### config.mk
export PLATFORM = sky130hd
export DESIGN_NAME = pad_tap_top
export DESIGN_NICKNAME = d
export VERILOG_FILES = /design/src/source/pad_tap_pkg.sv /design/src/source/tap_scan_ctrl.sv /design/src/source/pad_encode.sv /design/src/source/nibble_select.sv /design/src/source/pad_tap_top.sv
export VERILOG_INCLUDE_DIRS = /design/src /design/src/source
export SDC_FILE = /design/constraint.sdc
export NUM_CORES = 1
export LEC_CHECK = 0
export BUFFER_PORTS_ARGS = -buffer_cell sky130_fd_sc_hd__buf_4
export CAP_MARGIN = 20
export CORE_UTILIZATION = 52
export CTS_CLUSTER_DIAMETER = 40
export DETAILED_ROUTE_END_ITERATION = 16
export GPL_TIMING_DRIVEN = 0
export PLACE_DENSITY_LB_ADDON = 0.3
export SETUP_SLACK_MARGIN = 0.02
export SYNTH_ARGS = -nofsm -noshare
export SYNTH_HDL_FRONTEND = slang
export SYNTH_HIERARCHICAL = 1
export SYNTH_SLANG_ARGS = --single-unit
### constraint.sdc
create_clock -name clk_sys_42_95 -period 4.6 [get_ports clk_sys_42_95]
set_input_delay 0.46 -clock clk_sys_42_95 [delete_from_list [all_inputs] [get_ports clk_sys_42_95]]
set_output_delay 0.46 -clock clk_sys_42_95 [all_outputs]
set_load 0.02 [all_outputs]
### src/source/pad_tap_config.svh
`ifndef PAD_TAP_CONFIG_SVH
`define PAD_TAP_CONFIG_SVH

// buttons on one pad, dpad included
`define PAD_BUTTONS 12

// one port as the console sees it, four nibbles, active low
`define PAD_CODE_W 16

// joypad data lines back to the console
`define NIBBLE_W 4

// ports with a pad behind them
`define TAP_PORTS 4

// port counter, wraps after eight sel edges
`define TAP_PORT_W 3

// turbo counter, steps on clr rising edges
`define TURBO_CNT_W 4
`define TURBO_SLOW_BIT 2
`define TURBO_FAST_BIT 1

`endif

### src/source/pad_tap_pkg.sv
`default_nettype none

`include "pad_tap_config.svh"

package pad_tap_pkg;

  // one pad, active high, msb first
  typedef struct packed {
    logic btn_6;
    logic btn_5;
    logic btn_4;
    logic btn_3;
    logic start;
    logic select;
    logic btn_2;
    logic btn_1;
    logic up;
    logic down;
    logic left;
    logic right;
  } pad_word_t;

  // console order, active low, top nibble always reads zero
  typedef logic [`PAD_CODE_W-1:0] pad_code_t;

  // scan position, only the first four have pads
  typedef enum logic [`TAP_PORT_W-1:0] {
    PORT_1 = 3'd0,
    PORT_2 = 3'd1,
    PORT_3 = 3'd2,
    PORT_4 = 3'd3,
    PORT_5 = 3'd4,
    PORT_6 = 3'd5,
    PORT_7 = 3'd6,
    PORT_8 = 3'd7
  } tap_port_e;

  // extended bank carries buttons 3 to 6
  typedef enum logic {
    BANK_STD = 1'b0,
    BANK_EXT = 1'b1
  } pad_bank_e;

  // last code behaves as off
  typedef enum logic [1:0] {
    TURBO_OFF     = 2'd0,
    TURBO_SLOW    = 2'd1,
    TURBO_FAST    = 2'd2,
    TURBO_OFF_ALT = 2'd3
  } turbo_speed_e;

endpackage

`default_nettype wire

### src/source/tap_scan_ctrl.sv
`timescale 1ns/100ps
`default_nettype none

`include "pad_tap_config.svh"

module tap_scan_ctrl (
  input  wire                          clk_sys_42_95,
  input  wire                          arst_n,
  // console strobe lines
  input  wire                          clr,
  input  wire                          sel,
  // settings
  input  wire                          tap_enable,
  input  wire                          six_button_enable,
  // to the datapath
  output pad_tap_pkg::tap_port_e       port_sel,
  output logic [1:0]                   nibble_idx,
  output logic                         nibble_clear,
  output logic [`TURBO_CNT_W-1:0]      turbo_count
);

  // previous console levels
  logic clr_q;
  logic sel_q;

  // edges against the stored level
  logic clr_rise;
  logic sel_rise;
  logic port_step;

  // scan state
  pad_tap_pkg::tap_port_e   port_q;
  pad_tap_pkg::pad_bank_e   bank_q;
  logic [`TURBO_CNT_W-1:0]  turbo_q;

  assign clr_rise = clr & ~clr_q;
  assign sel_rise = sel & ~sel_q;

  // sel only steps the tap when clr is low
  // single pad mode ignores sel edges for porting
  assign port_step = sel_rise & ~clr & tap_enable;

  // line history
  always_ff @(posedge clk_sys_42_95 or negedge arst_n) begin
    if (!arst_n) begin
      clr_q <= 1'b0;
      sel_q <= 1'b0;
    end else begin
      clr_q <= clr;
      sel_q <= sel;
    end
  end

  // port counter
  // clr high parks the scan on port 1
  // 3 bit counter, so port 8 rolls over to port 1
  always_ff @(posedge clk_sys_42_95 or negedge arst_n) begin
    if (!arst_n) begin
      port_q <= pad_tap_pkg::PORT_1;
    end else if (clr) begin
      port_q <= pad_tap_pkg::PORT_1;
    end else if (port_step) begin
      port_q <= pad_tap_pkg::tap_port_e'(port_q + 1'b1);
    end
  end

  // bank and turbo both step on clr rising
  // bank alternates only in six button mode, otherwise pinned to std
  always_ff @(posedge clk_sys_42_95 or negedge arst_n) begin
    if (!arst_n) begin
      bank_q  <= pad_tap_pkg::BANK_STD;
      turbo_q <= '0;
    end else if (clr_rise) begin
      turbo_q <= turbo_q + 1'b1;
      if (six_button_enable && bank_q == pad_tap_pkg::BANK_STD) begin
        bank_q <= pad_tap_pkg::BANK_EXT;
      end else begin
        bank_q <= pad_tap_pkg::BANK_STD;
      end
    end
  end

  assign port_sel     = port_q;
  // bank picks the code half, sel the nibble within it
  assign nibble_idx   = {bank_q, sel_q};
  // registered clr, lines up with the registered sel
  assign nibble_clear = clr_q;
  assign turbo_count  = turbo_q;

endmodule

`default_nettype wire

### src/source/pad_encode.sv
`timescale 1ns/100ps
`default_nettype none

`include "pad_tap_config.svh"

module pad_encode (
  // raw pads, active high
  input  wire pad_tap_pkg::pad_word_t      pad_p1,
  input  wire pad_tap_pkg::pad_word_t      pad_p2,
  input  wire pad_tap_pkg::pad_word_t      pad_p3,
  input  wire pad_tap_pkg::pad_word_t      pad_p4,
  // settings
  input  wire                              six_button_enable,
  input  wire pad_tap_pkg::turbo_speed_e   turbo1_speed,
  input  wire pad_tap_pkg::turbo_speed_e   turbo2_speed,
  input  wire [`TURBO_CNT_W-1:0]           turbo_count,
  // console codes, active low
  output pad_tap_pkg::pad_code_t           code_p1,
  output pad_tap_pkg::pad_code_t           code_p2,
  output pad_tap_pkg::pad_code_t           code_p3,
  output pad_tap_pkg::pad_code_t           code_p4
);

  logic gate_1;
  logic gate_2;
  logic merge;

  // slow and fast tap different counter bits
  // off and the spare code leave the gate open
  function automatic logic turbo_gate(
    input pad_tap_pkg::turbo_speed_e speed,
    input logic [`TURBO_CNT_W-1:0]   count
  );
    logic gate;
    case (speed)
      pad_tap_pkg::TURBO_SLOW: gate = count[`TURBO_SLOW_BIT];
      pad_tap_pkg::TURBO_FAST: gate = count[`TURBO_FAST_BIT];
      default:                 gate = 1'b1;
    endcase
    return gate;
  endfunction

  // III and IV act as turbo I and II
  // then invert and lay out in console nibble order
  function automatic pad_tap_pkg::pad_code_t encode_pad(
    input pad_tap_pkg::pad_word_t pad,
    input logic                   merge_en,
    input logic                   gate_i,
    input logic                   gate_ii
  );
    pad_tap_pkg::pad_word_t p;
    p = pad;
    if (merge_en) begin
      p.btn_1 = pad.btn_1 | (gate_i & pad.btn_3);
      p.btn_2 = pad.btn_2 | (gate_ii & pad.btn_4);
    end
    // top nibble forced high here so it reads zero after the invert
    return ~{{(`PAD_CODE_W - `PAD_BUTTONS){1'b1}},
             p.btn_6, p.btn_5, p.btn_4, p.btn_3,
             p.left, p.down, p.right, p.up,
             p.start, p.select, p.btn_2, p.btn_1};
  endfunction

  assign gate_1 = turbo_gate(turbo1_speed, turbo_count);
  assign gate_2 = turbo_gate(turbo2_speed, turbo_count);

  // six button pads need III and IV as real buttons
  assign merge  = ~six_button_enable;

  assign code_p1 = encode_pad(pad_p1, merge, gate_1, gate_2);
  assign code_p2 = encode_pad(pad_p2, merge, gate_1, gate_2);
  assign code_p3 = encode_pad(pad_p3, merge, gate_1, gate_2);
  assign code_p4 = encode_pad(pad_p4, merge, gate_1, gate_2);

endmodule

`default_nettype wire

### src/source/nibble_select.sv
`timescale 1ns/100ps
`default_nettype none

`include "pad_tap_config.svh"

module nibble_select (
  input  wire                            clk_sys_42_95,
  input  wire                            arst_n,
  // encoded ports
  input  wire pad_tap_pkg::pad_code_t    code_p1,
  input  wire pad_tap_pkg::pad_code_t    code_p2,
  input  wire pad_tap_pkg::pad_code_t    code_p3,
  input  wire pad_tap_pkg::pad_code_t    code_p4,
  // from scan control
  input  wire pad_tap_pkg::tap_port_e    port_sel,
  input  wire [1:0]                      nibble_idx,
  input  wire                            nibble_clear,
  output logic [`NIBBLE_W-1:0]           pad_nibble
);

  localparam int sel_w = $clog2(`TAP_PORTS);

  pad_tap_pkg::pad_code_t [`TAP_PORTS-1:0] codes;
  pad_tap_pkg::pad_code_t                  code_sel;
  logic                                    populated;
  logic [`NIBBLE_W-1:0]                    nibble;

  assign codes = {code_p4, code_p3, code_p2, code_p1};

  // ports 5 to 8 are empty sockets
  assign populated = (port_sel < `TAP_PORTS);

  // all ones reads as nothing pressed
  assign code_sel = populated ? codes[port_sel[sel_w-1:0]] : '1;

  // bank in the upper index bit, sel in the lower
  assign nibble = code_sel[nibble_idx * `NIBBLE_W +: `NIBBLE_W];

  // clr high drives all lines low
  always_ff @(posedge clk_sys_42_95 or negedge arst_n) begin
    if (!arst_n) begin
      pad_nibble <= '0;
    end else if (nibble_clear) begin
      pad_nibble <= '0;
    end else begin
      pad_nibble <= nibble;
    end
  end

endmodule

`default_nettype wire

### src/source/pad_tap_top.sv
`timescale 1ns/100ps
`default_nettype none

`include "pad_tap_config.svh"

module pad_tap_top (
  input  wire                              clk_sys_42_95,
  input  wire                              arst_n,
  // console side
  input  wire                              clr,
  input  wire                              sel,
  // the four pads
  input  wire pad_tap_pkg::pad_word_t      pad_p1,
  input  wire pad_tap_pkg::pad_word_t      pad_p2,
  input  wire pad_tap_pkg::pad_word_t      pad_p3,
  input  wire pad_tap_pkg::pad_word_t      pad_p4,
  // settings
  input  wire                              tap_enable,
  input  wire                              six_button_enable,
  input  wire pad_tap_pkg::turbo_speed_e   turbo1_speed,
  input  wire pad_tap_pkg::turbo_speed_e   turbo2_speed,
  // data lines to the console
  output wire [`NIBBLE_W-1:0]              pad_nibble
);

  // scan control to datapath
  pad_tap_pkg::tap_port_e   port_sel;
  logic [1:0]               nibble_idx;
  logic                     nibble_clear;
  logic [`TURBO_CNT_W-1:0]  turbo_count;

  // encoded ports
  pad_tap_pkg::pad_code_t   code_p1;
  pad_tap_pkg::pad_code_t   code_p2;
  pad_tap_pkg::pad_code_t   code_p3;
  pad_tap_pkg::pad_code_t   code_p4;

  // clr and sel edges, port, bank and turbo
  tap_scan_ctrl u_scan_ctrl (
    .clk_sys_42_95     (clk_sys_42_95),
    .arst_n            (arst_n),
    .clr               (clr),
    .sel               (sel),
    .tap_enable        (tap_enable),
    .six_button_enable (six_button_enable),
    .port_sel          (port_sel),
    .nibble_idx        (nibble_idx),
    .nibble_clear      (nibble_clear),
    .turbo_count       (turbo_count)
  );

  // pads to console codes, no clock
  pad_encode u_encode (
    .pad_p1            (pad_p1),
    .pad_p2            (pad_p2),
    .pad_p3            (pad_p3),
    .pad_p4            (pad_p4),
    .six_button_enable (six_button_enable),
    .turbo1_speed      (turbo1_speed),
    .turbo2_speed      (turbo2_speed),
    .turbo_count       (turbo_count),
    .code_p1           (code_p1),
    .code_p2           (code_p2),
    .code_p3           (code_p3),
    .code_p4           (code_p4)
  );

  // port and nibble mux, output register
  nibble_select u_nibble (
    .clk_sys_42_95 (clk_sys_42_95),
    .arst_n        (arst_n),
    .code_p1       (code_p1),
    .code_p2       (code_p2),
    .code_p3       (code_p3),
    .code_p4       (code_p4),
    .port_sel      (port_sel),
    .nibble_idx    (nibble_idx),
    .nibble_clear  (nibble_clear),
    .pad_nibble    (pad_nibble)
  );

endmodule

`default_nettype wire

==> results list, run 1 <==
* Status: finished, final reports clean
- Yosys printed 6 warnings.
- Type of element capturing the critical path: flip-flop
- Remaining design rule violation count: 0
* Initial DRC Count: 13
- For this configuration, the core starts out at a cell density of 0.570.
- Of the cells placed in the final design, the portion with a size suffix greater than 1 is 0.440.
* Total length of routed wires: ~3.4 mm
- TritonCTS built the clock tree.
- Worst slew slack as a fraction of its limit: 0.667
* Via-to-Cell Ratio: slightly above 5
- GP Congestion: between 0.7 and 0.8
- Maximum level of the CTS H-tree: 1
* Reg2reg end: u_nibble/pad_nibble[1]
- Slowest-stage cell, CP: mux4_2
* Critical path cell sequence: buf_6 -> buf_12 -> mux4_2 -> a22oi_1 -> a31oi_1
- Layout Cells excl Fill: between 200 and 300
- The number of placed instances, taps included, is 259.
* Hold crit path type: input pin to flip-flop
- Share of the core filled with cells: 0.799
- Measured along the y axis, the die boundary spans 55.1 um.
- The longest clock path from root to sink contains 2 buffers.
- Cell area after technology mapping: about 1500 um2
* CTS buffer count: 3
* Endpoints failing hold: 0
* Max Clk Rate: 0.594 GHz
- Type of the worst setup path: flip-flop to flip-flop
- Summed over all cells, the static leakage comes to 0.00115 uW.
- The detailed router placed between 1000 and 1500 vias in this run.
* CTS root buf: clkbuf_4
- Setup TNS: 0 ns
* Kind of launch point of the worst setup path: flip-flop
- Remaining number of nets flagged by the antenna check after routing: 0
* Worst ir drop on vdd: 0.245 mV
- The startpoint identified for the worst hold timing path is sel.
- The number of antenna violations at the first check in global routing came to 0.
* Setup violations, final: 0
- Number of buffers and inverters on the critical path: 2
* Num Clock Sinks: 13
- In this run the power density over the cells is 190 nW/um2.
* Total GRT Usage: 0.224
- Fin area: between 2000 and 2500 um2
- The repair_antennas step left the layout with diodes totalling 0.
* IO Count: 62
- FP Rows: 18
* Pin count of the biggest net entering global routing: 14
* Arr. time, crit path: 1.81 ns
- The clock period could shrink to 1.68 ns.
- In the final design database the tool counted 299 nets.
- Max-capacitance violation count: 0
- The die covers 3030 um2.
- At the worst endpoint, the required time is 4.73 ns.
- Setup repair after global routing left no endpoint under its margin.
- Final clock period utilization by the worst path: 0.366
- Number of instances in the synthesized netlist: 153
- During placement, the flow inserted port buffers numbering 61.
- Of all nets on the critical path, the largest fanout is 10.
- Total overflow reported by the global router: 0
- For the pin with the worst max-slew slack, the measured transition is 0.496 ns.
* CP peak stage delay: between 0.5 and 0.6 ns
- Hold Path Depth: 1
* Instance area at placement: 2020 um2
* Standard cell core area: 2570 um2
- At the later pin of the worst-skew pair, clock insertion delay measures 0.27 ns.
- Buffers added to address setup during post-CTS repair amount to 0.
- The first global-routing pass estimated around 4.8 mm of wire.
- The number of pins with negative max-slew slack in the final report came to 0.
- Die outline width: 55.1 um
* Via count of the first global-routing pass: 1203
- A synthesized cell averages 9.57 um2.
- CP delay by family, top: multiplexers
* Number of optimization iterations in the first detailed-route pass: 4
- The worst register-to-register path begins at u_scan_ctrl/port_sel[0].
- Detailed placement ended at an HPWL of between 2 and 3 mm.
- On the final layout, the worst clock skew is around 0.0082 ns.
- The worst register-to-register path has a setup slack of 2.92 ns.
* Sink of the worst hold path: u_scan_ctrl/sel_q
* FF-to-FF path depth: 5
* Drt wl/cell: 12.9 um
- Clock-pin slew was measured on the worst setup and hold paths at 0.08 ns.
- Synth-to-layout area growth: 40.2%
- Design Power: 391 uW
## registers in the layout (all words and copies together), names as in the netlist
register / flops
u_scan_ctrl/nibble_clear: 1
u_scan_ctrl/port_sel: 3
u_scan_ctrl/bank_q: 1
u_scan_ctrl/turbo_count: 3
u_scan_ctrl/sel_q: 1
u_nibble/pad_nibble: 4
## final cells by class
type	count	area (um2)
fill	191	515
sequential	13	325
multi-input combinational	87	846
clock buffer	4	26.3
inverter	46	173
tap	30	37.5
buffer	22	176
timing repair buffer	62	468
## routing by layer
metal	global-route usage	wire length, um
met1	0.245	1330
met2	0.438	1880
met3	0.0191	146
met4	0.0875	42
met5	0	0
## report_power, final
part	internal (uW)	switching [uW]	total (uW)
combinational	101	66.7	168
sequential	135	18.0	153
clock	33.6	36.1	69.7
total	270	121	391
## cells in the final DEF (no fill, tap or decap), types with 2 or more instances in the layout
cell,n
ha_1,6
a22oi_1,4
buf_2,2
mux4_2,4
dfrtp_1,13
a31oi_1,12
xor2_1,3
clkbuf_4,3
nor2b_1,2
nor2_1,3
buf_4,79
mux4_1,8
nand3_1,5
a221o_2,2
inv_1,46
a221oi_1,4
mux2_2,9
conb_1,16
## through the flow
step,worst slack [ns],hold slack [ns]
after global routing,2.88,0.282
after global placement,2.72,0.303
after floorplan,2.91,0.164
after CTS,2.94,0.000529
final,2.92,0.305
after detailed placement,2.65,0.306
## how the worst max path moves through the flow
stage / startpoint / end / cells after the start
floorplan: turbo1_speed[0] / u_nibble/pad_nibble[0] / 7
global placement: turbo2_speed[0] / u_nibble/pad_nibble[1] / 8
detailed placement: turbo2_speed[0] / u_nibble/pad_nibble[1] / 8
CTS: u_scan_ctrl/port_sel[0] / u_nibble/pad_nibble[1] / 5
global route: turbo1_speed[0] / u_nibble/pad_nibble[0] / 8
finish: u_scan_ctrl/port_sel[0] / u_nibble/pad_nibble[1] / 5
## repair_timing
action | CTS | global route
setup endpoints to repair | 0 | 0
hold endpoints to repair | 0 | 6
gates resized for setup | 0 | 0
hold buffers | 0 | 1
(Power assumes the default switching activity.)
==> run 2: changes to the inputs <==
--- a/config.mk
+++ b/config.mk
@@ -6,9 +6,10 @@
 export SDC_FILE = /design/constraint.sdc
 export NUM_CORES = 1
 export LEC_CHECK = 0
+export ABC_AREA = 1
 export BUFFER_PORTS_ARGS = -buffer_cell sky130_fd_sc_hd__buf_4
 export CAP_MARGIN = 20
-export CORE_UTILIZATION = 52
+export CORE_UTILIZATION = 47
 export CTS_CLUSTER_DIAMETER = 40
 export DETAILED_ROUTE_END_ITERATION = 16
 export GPL_TIMING_DRIVEN = 0
==> constraint.sdc (replaced) <==
create_clock -name clk_sys_42_95 -period 1.36 [get_ports clk_sys_42_95]
set_input_delay 0.136 -clock clk_sys_42_95 [delete_from_list [all_inputs] [get_ports clk_sys_42_95]]
set_output_delay 0.136 -clock clk_sys_42_95 [all_outputs]
set_load 0.02 [all_outputs]
==> run 2 against run 1 <==
- the flow now finishes with violations (negative setup slack)
- combinational power grew to 4.7 times the previous value
- non-clock buffer count increased by 20
- setup slack worse by 2.9 ns
- clock skew decreased by 0.0030 ns
- die area increased by 39%
- maximum frequency rose by 23%
- sequential share of layout area shrank 3.6 points
- hold slack worse by 0.27 ns
- sequential cell count unchanged
==> results list, run 2 <==
- The die outline area was 4210 um2 (+39%).
- The worst setup skew after layout came to 0.00514 ns (-0.00304 ns).
- Number of stages on the worst setup path: 11 (+6)
- The die height was 64.9 um (+18%).
- The startpoint identified for the worst register-to-register timing path is u_scan_ctrl/port_sel[0].
- The total detailed-routing wirelength was 4.52 mm (+33%).
- The worst supply voltage drop on vdd came to 0.713 mV (+190%).
* Kind of launch point of the worst setup path: flip-flop
- The vias per cell came to 4.39 (-14%).
- Most frequent cells in the layout: 101 x nand2_1, 88 x buf_4, 56 x inv_1
* Worst setup slack for register-to-register paths: -0.01 ns (-2.93 ns)
- The worst hold path belongs to the class input pin to flip-flop.
* Crit Path Max Fanout: 9 (-1)
* Cell area after technology mapping: 1860 um2 (+27%)
- CP Capture Point: u_nibble/pad_nibble[1]
- Layout Cells excl Fill: 451 (+71%)
- Remaining number of nets flagged by the antenna check after routing: 0 (unchanged)
- Maximum level of the CTS H-tree: 1 (unchanged)
- The count of final hold-check violations came to 0 (unchanged).
- GP Congestion: 0.792 (-0.39%)
- The clock transition at the registers of the reported paths is 0.06 ns (-0.02 ns).
* Final critical-path required period: 1.37 ns (-0.310 ns)
- Total overflow reported by the global router: 0 (unchanged)
- The library cell used most frequently in the layout, excluding fill and tap cells, is nand2_1.
- The number of I/O pins was 62 (unchanged).
- The cell count after synthesis is 311 (+100%).
* CP delay by family, top: simple AND/OR/NAND/NOR gates
- Compared with the post-synthesis result, the final layout area differs by 42.5%.
- Via count of the first global-routing pass: 1783 (+48%)
- The number of CTS-inserted buffers is 3 (unchanged).
- The TritonCTS sink count was 13 (unchanged).
- The maximum number of pins on one net before global-route repair is 14 (unchanged).
- Total power per unit cell area: 627 nW/um2 (+230%)
- Share of cells above drive strength 1: 0.347 (-0.0928)
- Leak pwr: 0.00164 uW (+42%)
- The quantity of I/O buffers inserted on ports was 61 (unchanged).
- The longest individual stage delay on the worst path was 0.35 ns (-0.16 ns).
- The final reports fail on negative setup slack.
* Most flop-heavy register: u_nibble/pad_nibble
- Total placed cells including tap cells: 435 (+68%)
- The global-route wire length before repair came to 7.29 mm (+51%).
- Tracing the worst setup path back leads to its startpoint at u_scan_ctrl/port_sel[0].
* Number of buffers and inverters on the critical path: 3 (+1)
* Amount of wire on met3 after detailed routing: 200 um (+37%)
- The maximum clock frequency is 0.728 GHz (+23%).
* Avg Synthesized Cell Area: 5.98 um2 (-38%)
* Flip-flop count of the largest register, all copies and words added: 4 (unchanged)
- ANT cells: 0 (unchanged)
- The maximum root-to-sink buffer count came to 2 (unchanged).
* Status: finished, violations left
- RSZ-0062 raised after global routing: yes
- The data required time of the critical path came to 1.48 ns (-3.25 ns).
* Type of element capturing the critical path: flip-flop
- The number of antenna violations at the first check in global routing came to 0 (unchanged).
* Critical path cell sequence: buf_6 -> inv_8 -> buf_12 -> nand2_2 -> nand3_2 -> nand2_1 -> nand3_1 -> nand2_1 -> nand2_1 -> nand2_1 -> nor2_1
- TritonCTS clock tree: yes
* Net count, final: 468 (+57%)
- The highest layer touched by signal routing is met4.
* Routed length on met2: 2.33 mm (+24%)
* Hold Path Depth: 1 (unchanged)
- Total GRT Usage: 0.221 (-0.00313)
- The effective utilization at floorplan is 0.500 (-0.0698).
- Initial DRC Count: 130 (+117)
- The count of final setup violators was 1 (+1).
* FP Rows: 22 (+4)
- The met1 routed wirelength after detailed routing came to 1.97 mm (+48%).
- Arr. time, crit path: 1.49 ns (-0.32 ns)
- The die outline width came to 64.9 um (+18%).
- Total via count after detailed routing: 1980 (+47%)
- The worst register-to-register path ends at u_nibble/pad_nibble[1].
- Slowest-stage cell, CP: dfrtp_1
* Remaining design rule violation count: 0 (unchanged)
* Dominant cell type by count on the critical path: nand2_1
- The iteration count of the initial detailed-routing pass was 4 (unchanged).
* Final count of pins violating max slew: 0 (unchanged)
- The core footprint came to 3720 um2 (+45%).
- The clock latency on the worst-skew pair was 0.25 ns (-0.02 ns).
- The mean routed wirelength per cell is 10.0 um (-22%).
- The final setup slack of the worst path came to -0.0129 ns (-2.93 ns).
- The count of cells along the worst register-to-register path is 11 (+6).
- Number of synthesis warnings: 6 (unchanged)
- Max-capacitance violation count: 0 (unchanged)
* Detailed placement HPWL: 3.37 mm (+19%)
- The overall power of the completed layout was 1660 uW (+320%).
* CTS root buf: clkbuf_8
- The share of the clock period used by the worst path after layout came to 1.01 (+0.644).
* Type of the worst setup path: flip-flop to flip-flop
## run 2: cell types whose count changed in the layout (fill, tap and decap cells not counted), moves of 7 or more
cell and delta:
buf_4 +9, nand2_1 +100, nand3_1 +37, a31oi_1 -11, inv_1 +10, mux2_2 -9, a21oi_1 +7, nand3_2 +11
nor2_1 +10, nand2_2 +15, mux4_1 -8
## run 2: power breakdown
| part | total [uW] | switching, uW | leakage [uW] | internal [uW] |
|---|---|---|---|---|
| clock | 349 | 142 | 0.0000228 | 207 |
| sequential | 514 | 56.9 | 0.000164 | 457 |
| combinational | 796 | 374 | 0.00145 | 422 |
## run 2: metrics by stage
step | setup TNS, ns | cell area (um2) | utilization | worst slack (ns) | hold slack, ns
floorplan | 0 | 1920 | - | 0.136 | -0.160
global placement | -0.184 | 2430 | 0.655 | -0.0791 | -0.0125
detailed placement | -0.209 | 2430 | 0.655 | -0.0873 | -0.0138
CTS | 0 | 2580 | 0.694 | 0.0136 | 0.0308
global route | -0.345 | 2650 | 0.713 | -0.101 | 0.0309
finish | -0.0129 | 2650 | 0.713 | -0.0129 | 0.0383
## run 2: cell type report
class	instances	area (um2)
well taps	48	60.1
clock buffers	4	45.0
fillers	332	1070
flip-flops and latches	13	325
repair buffers	73	588
inverters	59	236
plain buffers	31	285
multi-input cells	223	1110
## run 2: worst register-to-register path: stages (launching register included)
cell and delay [ns]:
dfrtp_1 0.35, buf_6 0.15, inv_8 0.06, buf_12 0.14, nand2_2 0.07, nand3_2 0.07
nand2_1 0.10, nand3_1 0.09, nand2_1 0.07, nand2_1 0.05, nand2_1 0.06, nor2_1 0.04
## run 2: routing by layer
layer,up-vias,track usage
li1,1092,-
met1,836,0.265
met2,48,0.414
met3,4,0.0158
met4,0,0.0639
met5,-,0
## run 2: worst min path at each step
stage	slack [ns]	to	startpoint
3_3_place_gp	-0.01	u_scan_ctrl/turbo_count[0]	arst_n
6_report	0.04	u_scan_ctrl/sel_q	sel
2_1_floorplan	-0.16	u_nibble/pad_nibble[0]	arst_n
5_1_grt	0.03	u_scan_ctrl/sel_q	sel
3_5_place_dp	-0.01	u_scan_ctrl/turbo_count[0]	arst_n
4_1_cts	0.03	u_scan_ctrl/sel_q	sel
## run 2: timing repair
item                       in CTS  in global routing
pin swaps                       3                  6
resized for setup               5                  9
gates cloned                    1                  1
setup endpoints to repair       4                  4
buffers inserted                7                  2
hold buffers                    1                  0
hold endpoints to repair       13                  0
